<file path="src/hw/glb_store_consts.svh">
/*
 * widths and sizes for the two-channel store path
 * a single bank of 128 words of 64 bits is assumed
 * GLB_SHIFT_DEPTH must exceed max cfg_latency plus GLB_FIXED_LATENCY
 */
`ifndef GLB_STORE_CONSTS_SVH
`define GLB_STORE_CONSTS_SVH

// fabric and bank word widths
`define GLB_CGRA_DATA_WIDTH      16
`define GLB_BANK_DATA_WIDTH      64

// byte address, low bits dropped for a bank word index
`define GLB_ADDR_WIDTH           10
`define GLB_BANK_BYTE_OFFSET     3

// header queue and burst length
`define GLB_QUEUE_DEPTH          2
`define GLB_MAX_NUM_WORDS_WIDTH  8

// done pulse delay
`define GLB_LATENCY_WIDTH        3
`define GLB_FIXED_LATENCY        2
`define GLB_SHIFT_DEPTH          10

`endif

</file>
<file path="src/hw/glb_store_pkg.sv">
/*
 * shared types of the store path
 * bank words are built from four 16-bit lanes, lane 0 in the low bits
 */
`include "glb_store_consts.svh"

package glb_store_pkg;

    // one entry of the store header queue
    typedef struct packed {
        logic                                valid;
        logic [`GLB_ADDR_WIDTH-1:0]          start_addr;
        logic [`GLB_MAX_NUM_WORDS_WIDTH-1:0] num_words;
    } dma_st_header_t;

    typedef struct packed {
        logic [`GLB_CGRA_DATA_WIDTH-1:0] data;
        logic                            valid;
    } stream_word_t;

    // filled lane by lane, stored as one raw word
    typedef union packed {
        logic [`GLB_BANK_DATA_WIDTH-1:0] raw;
        logic [`GLB_BANK_DATA_WIDTH/`GLB_CGRA_DATA_WIDTH-1:0][`GLB_CGRA_DATA_WIDTH-1:0] lanes;
    } bank_word_u;

    typedef struct packed {
        logic                              wr_en;
        logic [`GLB_BANK_DATA_WIDTH/8-1:0] wr_strb;
        logic [`GLB_ADDR_WIDTH-1:0]        wr_addr;
        bank_word_u                        wr_data;
    } wr_packet_t;

    typedef enum logic [1:0] {
        mode_off      = 2'b00,
        mode_manual   = 2'b01,
        mode_reserved = 2'b10,
        mode_auto     = 2'b11
    } dma_mode_e;

endpackage

</file>
<file path="src/hw/glb_shift.sv">
/*
 * single-bit delay line, tap k is data_in delayed by k+1 cycles
 * all taps hold while clk_en is low
 */
module glb_shift #(
    parameter int DEPTH = 4
) (
    input  logic clk,
    input  logic reset,
    input  logic clk_en,
    input  logic data_in,
    output logic data_out [DEPTH]
);

    always_ff @(posedge clk or posedge reset) begin
        if (reset) begin
            for (int i = 0; i < DEPTH; i++) begin
                data_out[i] <= 1'b0;
            end
        end else if (clk_en) begin
            data_out[0] <= data_in;
            // each tap takes the one before it
            for (int i = 1; i < DEPTH; i++) begin
                data_out[i] <= data_out[i-1];
            end
        end
    end

endmodule

</file>
<file path="src/hw/glb_store_dma.sv">
/*
 * store DMA channel, packs 16-bit stream words into 64-bit bank writes
 * no back-pressure: one stream word is taken per enabled cycle
 * headers with num_words of zero are never launched and stall the queue
 * done_pulse follows the done state by cfg_latency + 3 cycles
 */
`include "glb_store_consts.svh"

module glb_store_dma (
    input  logic                            clk,
    input  logic                            reset,
    input  logic                            clk_en,
    input  glb_store_pkg::stream_word_t     stream_f2g,
    input  glb_store_pkg::dma_mode_e        cfg_mode,
    input  glb_store_pkg::dma_st_header_t   cfg_header [`GLB_QUEUE_DEPTH],
    input  logic [`GLB_LATENCY_WIDTH-1:0]   cfg_latency,
    output glb_store_pkg::wr_packet_t       wr_packet,
    output logic                            invalidate_pulse [`GLB_QUEUE_DEPTH],
    output logic                            done_pulse
);

    import glb_store_pkg::*;

    typedef enum logic [2:0] {
        st_off, st_idle, st_lane0, st_lane1, st_lane2, st_lane3, st_full, st_done
    } dma_state_e;

    dma_state_e state, next_state;

    logic dma_on;
    logic auto_on;

    // registered stream word
    logic [`GLB_CGRA_DATA_WIDTH-1:0] stream_data_d1;
    logic                            stream_valid_d1;

    // header queue
    dma_st_header_t header_int [`GLB_QUEUE_DEPTH];
    logic           header_valid_d1 [`GLB_QUEUE_DEPTH];
    logic [$clog2(`GLB_QUEUE_DEPTH)-1:0] q_sel_r, q_sel;
    dma_st_header_t cur_header;
    logic           launch;

    // packing state
    bank_word_u                          cache, next_cache;
    logic [`GLB_BANK_DATA_WIDTH/8-1:0]   strb, next_strb;
    logic [`GLB_ADDR_WIDTH-1:0]          cur_addr, next_cur_addr;
    logic [`GLB_MAX_NUM_WORDS_WIDTH-1:0] num_cnt, next_num_cnt;
    logic                                first_word, next_first_word;
    logic [1:0]                          lane_sel;
    logic                                take_word;

    // done pulse delay
    logic                          done_rise;
    logic                          done_shift [`GLB_SHIFT_DEPTH];
    logic [`GLB_LATENCY_WIDTH:0]   done_tap;

    assign dma_on  = (cfg_mode != mode_off);
    assign auto_on = (cfg_mode == mode_auto);

    always_ff @(posedge clk or posedge reset) begin
        if (reset) begin
            stream_valid_d1 <= 1'b0;
        end else if (clk_en) begin
            stream_valid_d1 <= stream_f2g.valid;
        end
    end

    always_ff @(posedge clk) begin
        if (clk_en) begin
            stream_data_d1 <= stream_f2g.data;
        end
    end

    // manual mode always serves entry 0
    assign q_sel      = auto_on ? q_sel_r : '0;
    assign cur_header = header_int[q_sel];
    assign launch     = (state == st_idle) && cur_header.valid && (cur_header.num_words != '0);

    // capture on rising valid, drop the entry once launched
    always_ff @(posedge clk or posedge reset) begin
        if (reset) begin
            for (int i = 0; i < `GLB_QUEUE_DEPTH; i++) begin
                header_int[i]       <= '0;
                header_valid_d1[i]  <= 1'b0;
                invalidate_pulse[i] <= 1'b0;
            end
        end else if (clk_en) begin
            for (int i = 0; i < `GLB_QUEUE_DEPTH; i++) begin
                header_valid_d1[i]  <= cfg_header[i].valid;
                invalidate_pulse[i] <= launch && (q_sel == i);
                if (cfg_header[i].valid && !header_valid_d1[i]) begin
                    header_int[i] <= cfg_header[i];
                end else if (launch && (q_sel == i)) begin
                    header_int[i].valid <= 1'b0;
                end
            end
        end
    end

    // round-robin pointer, advances on each launch
    always_ff @(posedge clk or posedge reset) begin
        if (reset) begin
            q_sel_r <= '0;
        end else if (clk_en) begin
            if (!auto_on) begin
                q_sel_r <= '0;
            end else if (launch) begin
                q_sel_r <= (q_sel_r == `GLB_QUEUE_DEPTH - 1) ? '0 : q_sel_r + 1'b1;
            end
        end
    end

    assign lane_sel  = (state == st_full) ? 2'd0 : 2'(state - st_lane0);
    assign take_word = (state inside {st_lane0, st_lane1, st_lane2, st_lane3, st_full})
                       && (num_cnt != '0) && stream_valid_d1;

    always_comb begin
        next_state      = state;
        next_cache      = cache;
        next_strb       = strb;
        next_cur_addr   = cur_addr;
        next_num_cnt    = num_cnt;
        next_first_word = first_word;
        case (state)
            st_off: begin
                next_strb = '0;
                if (dma_on) begin
                    next_state = st_idle;
                end
            end
            st_idle: begin
                if (launch) begin
                    next_cur_addr   = cur_header.start_addr;
                    next_num_cnt    = cur_header.num_words;
                    next_first_word = 1'b1;
                    // address bits 2:1 pick the first lane
                    next_state = dma_state_e'(st_lane0 + 3'(cur_header.start_addr[2:1]));
                end
            end
            st_lane0, st_lane1, st_lane2, st_lane3: begin
                if (num_cnt == '0) begin
                    next_state = st_done;
                end else if (stream_valid_d1) begin
                    next_state = dma_state_e'(state + 3'd1);
                end
            end
            st_full: begin
                // the full word leaves this cycle, start a fresh cache
                next_cache.raw = '0;
                next_strb      = '0;
                if (num_cnt == '0) begin
                    next_cache = cache;
                    next_strb  = strb;
                    next_state = st_done;
                end else if (stream_valid_d1) begin
                    next_state = st_lane1;
                end else begin
                    next_state = st_lane0;
                end
            end
            st_done: begin
                next_strb    = '0;
                next_num_cnt = '0;
                next_state   = st_idle;
            end
            default: begin
                next_state = st_idle;
            end
        endcase

        if (take_word) begin
            next_cache.lanes[lane_sel]    = stream_data_d1;
            next_strb[{lane_sel, 1'b0} +: 2] = 2'b11;
            next_num_cnt    = num_cnt - 1'b1;
            next_first_word = 1'b0;
            if (!first_word) begin
                next_cur_addr = cur_addr + `GLB_ADDR_WIDTH'(`GLB_CGRA_DATA_WIDTH / 8);
            end
        end
    end

    always_ff @(posedge clk or posedge reset) begin
        if (reset) begin
            state      <= st_off;
            strb       <= '0;
            cur_addr   <= '0;
            num_cnt    <= '0;
            first_word <= 1'b0;
        end else if (clk_en) begin
            state      <= dma_on ? next_state : st_off;
            strb       <= next_strb;
            cur_addr   <= next_cur_addr;
            num_cnt    <= next_num_cnt;
            first_word <= next_first_word;
        end
    end

    always_ff @(posedge clk) begin
        if (clk_en) begin
            cache <= next_cache;
        end
    end

    // full word mid-burst, or the last partial word at the end
    always_comb begin
        wr_packet = '0;
        if ((state == st_done) || ((state == st_full) && (num_cnt != '0))) begin
            wr_packet.wr_en   = 1'b1;
            wr_packet.wr_strb = strb;
            wr_packet.wr_data = cache;
            wr_packet.wr_addr = {cur_addr[`GLB_ADDR_WIDTH-1:`GLB_BANK_BYTE_OFFSET],
                                 {`GLB_BANK_BYTE_OFFSET{1'b0}}};
        end
    end

    // done lasts a single enabled cycle, so the state itself marks the edge
    assign done_rise = (state == st_done);

    glb_shift #(
        .DEPTH(`GLB_SHIFT_DEPTH)
    ) done_delay (
        .clk     (clk),
        .reset   (reset),
        .clk_en  (clk_en),
        .data_in (done_rise),
        .data_out(done_shift)
    );

    assign done_tap   = {1'b0, cfg_latency} + (`GLB_LATENCY_WIDTH+1)'(`GLB_FIXED_LATENCY);
    assign done_pulse = done_shift[done_tap];

endmodule

</file>
<file path="config.mk">
export PLATFORM = sky130hd
export DESIGN_NAME = glb_store_dma
export DESIGN_NICKNAME = d
export VERILOG_FILES = /design/src/hw/glb_store_pkg.sv /design/src/hw/glb_shift.sv /design/src/hw/glb_store_dma.sv
export VERILOG_INCLUDE_DIRS = /design/src /design/src/hw
export SDC_FILE = /design/constraint.sdc
export NUM_CORES = 1
export LEC_CHECK = 0
export ABC_AREA = 1
export BUFFER_PORTS_ARGS = -buffer_cell sky130_fd_sc_hd__buf_2
export CORE_MARGIN = 5
export CORE_UTILIZATION = 56
export DETAILED_ROUTE_END_ITERATION = 8
export PLACE_DENSITY = 0.89
export SETUP_SLACK_MARGIN = 0.5
export SLEW_MARGIN = 5
export SYNTH_ARGS = -nofsm -noshare
export SYNTH_HDL_FRONTEND = slang
export SYNTH_HIERARCHICAL = 1
export SYNTH_SLANG_ARGS = --single-unit
</file>
<file path="constraint.sdc">
create_clock -name clk -period 3.3 [get_ports clk]
set_clock_uncertainty 0.1 [all_clocks]
set_input_delay 0.825 -clock clk [delete_from_list [all_inputs] [get_ports clk]]
set_output_delay 0.825 -clock clk [all_outputs]
set_load 0.005 [all_outputs]
</file>
==> results.txt <==
DR vias/cell - 5.55
Cells after DPL - 1248
DRC viols - 0
Chip width - 132 µm
Die H - 132 µm
Post-DR wirelength/cell - 16.3 µm
Skew-Pair Late Insertion Delay - 0.43 ns
# fillers - 1003
PwrDens - 752 mW/mm²
Worst Reg-to-Reg Cells - 13
Final min period - 2.93 ns
Mapped Area - 0.00835 mm²
Post-DRT Antenna Nets - 0
Vias in the first global route - 6917
N_diodes - 0
Layout Nets - 1192
Critical path fanouts, max - 14
Non-Filler Instances - 1316
R2R Path End - cache[20]
Max_cap viols - 0
Starting DRC count in detailed routing - 731
Netlist cell types - 34
Number of flops mapped to enable cells by yosys - 80
Share of cells above drive strength 1 - 28.0%
Core area - 0.0146 mm²
YS warnings - 6
Setup crit end kind - output port
CTS Root Cell - clkbuf_16
Actual slew at the worst max-slew pin - 0.895 ns
Worst-path clk slew - 0.07 ns
Most frequent cells in the layout - nand2_1 (164), buf_2 (141), inv_1 (131)
First-pass GRT wire length - 33.5 mm
P&R area growth vs syn - 24.7%
CP required - 2.37 ns
Syn_area_per_cell - 8.77 µm²
Post-cts hold buffer count - 0
Largest net degree at the start of global routing - 72
Static Leak - 5.25 nW
Final setup TNS - 0 ns
Starting Density - 57.2%
Peak supply drop - 479 µV
# H-tree levels - 4
Asr flop ratio synth - 50.3%
Fmax - 0.341 GHz
Tightest Hold Check Type - in2async
Final setup fails - 0
Io pins - 149
Largest buffer count on any clock path - 2
Final Hold Fails - 0
Row cnt - 44
Reg2reg start - state[0]
Drt pass-1 iters - 5
R2R setup slack - 0.59 ns
Gpl congestion - 0.870
Overall routing resource usage - 23.3%
Main synth FF type - dfrtp_1
Status - finished, final reports clean
Slew Limit Fails - 0
Via count - 7309
Full die area - 0.0174 mm²
CTS buffer count - 17
Commonest non-fill, non-tap cell in the layout - nand2_1
Final WL - 21.4 mm
Final period util - 88.8%
Unrepaired setup endpoints after global routing - yes
Relative slew slack - 40.3%
CTS tree - done
Worst setup SP type - register
Global route overflow - 0
IO Port Bufs - 143
Worst EP arrival - 2.01 ns
CTS sink cnt - 161
DP HPWL - 13.2 mm
Yosys reg bits - 161
Mapped Cells - 952
Critical path type - reg2out
Initial antenna violation count - 0
Sequential element share of the synthesized area - 53.1%
==> layer usage <==
| metal | part of all wire (%) | GRT usage, % |
|---|---|---|
| met5 | 0 | 0 |
| met4 | 3.0 | 8.69 |
| met3 | 8.7 | 5.65 |
| met2 | 49 | 39.3 |
| met1 | 39 | 29.0 |
==> how the worst max path moves through the flow <==
stage | startpoint | end | slack (ns) | cells after the start
after floorplan | reset | cur_addr[1] | 0.58 | 1
after global placement | state[0] | cache[28] | 0.36 | 12
after detailed placement | state[0] | cache[21] | 0.30 | 12
after CTS | num_cnt[0] | wr_packet[59] | 0.42 | 12
after global routing | num_cnt[0] | wr_packet[48] | 0.30 | 12
final | state[0] | wr_packet[48] | 0.37 | 11
==> flip-flops by register name, indices dropped and copies added, names as in the netlist <==
register,cells
stream_valid_d1,1
invalidate_pulse,2
cache,64
header_valid_d1,2
header_int,36
q_sel_r,1
state,3
strb,8
cur_addr,9
num_cnt,8
done_delay/data_out,10
stream_data_d1,16
first_word,1
==> final cells by class <==
cell class              instances  area (µm²)  share of cell area (%)
repair inverters                1        16.3                   0.156
multi-input cells             604        3330                    32.0
clock buffers                  17         425                    4.09
clock inverters                15         155                    1.49
flip-flops and latches        161        4430                    42.6
well taps                     184         230                    2.21
repair buffers                190        1260                    12.1
inverters                     144         564                    5.42
==> repair_timing <==
item                                   CTS  global route
gates cloned                             5             2
endpoints found under the hold margin    0             0
setup endpoints to repair              147           149
pin swaps                                6             3
setup buffers                           21             8
resized for setup                       49            32
==> critical path: stages, from the launching register on <==
cell and delay (ns):
dfrtp_1 0.43, inv_2 0.11, ha_4 0.16, nand2_4 0.06, inv_4 0.08, nand2_4 0.07, nand2_8 0.10, inv_12 0.04
buf_6 0.13, buf_12 0.14, nor2_1 0.12, buf_2 0.13
==> synthesized netlist by cell type (11+ instances only) <==
| cell type | number | share of area (%) |
|---|---|---|
| a21oi_1 | 32 | 1.9 |
| o21ai_0 | 17 | 1.0 |
| buf_2 | 17 | 1.0 |
| dfrtp_1 | 81 | 24 |
| nor2_1 | 120 | 5.4 |
| o22ai_1 | 14 | 1.0 |
| nand3_1 | 104 | 6.2 |
| nand2_1 | 166 | 7.5 |
| inv_1 | 137 | 6.2 |
| o21ai_1 | 71 | 4.3 |
| edfxtp_1 | 80 | 29 |
| buf_4 | 12 | 1.1 |
| nand4_1 | 11 | 0.82 |
| clkbuf_1 | 11 | 0.49 |
| mux2_2 | 18 | 2.4 |
==> kinds of logic (layout without fill, tap and decap cells) <==
kind of cell               count (synthesis)  count (layout)  share of synthesized area, %
AOI/OAI and AO/OA                        136             136                          8.43
adders and majority gates                 10              10                          1.50
xor gates and xnor gates                  10              10                          1.05
and+or+nand+nor                          423             426                          23.1
DFF                                      161             161                          53.1
other                                      1               3                        0.0449
muxes                                     19              19                          2.55
buffers and inverters                    192             367                          10.2
==> metrics by stage <==
step                      setup slack, ns  power (mW)  cell area [µm²]  hold WS [ns]  utilization (%)
after floorplan                     0.578        4.69             8350         0.342                -
after global placement              0.363        5.16             9130         0.360             62.6
after detailed placement            0.305        5.29             9130         0.368             62.6
after CTS                           0.417        7.59            10200         0.279             69.7
after global routing                0.295        8.27            10400         0.314             71.3
final                               0.368        7.82            10400         0.284             71.3
==> power by group <==
group	leakage [nW]	total (mW)	internal [mW]	switching, mW
clock network	0.278	1.96	1.12	0.835
logic	3.19	2.88	1.14	1.73
registers	1.78	2.99	2.67	0.319
total	5.25	7.82	4.94	2.89
(Power assumes the default switching activity.)
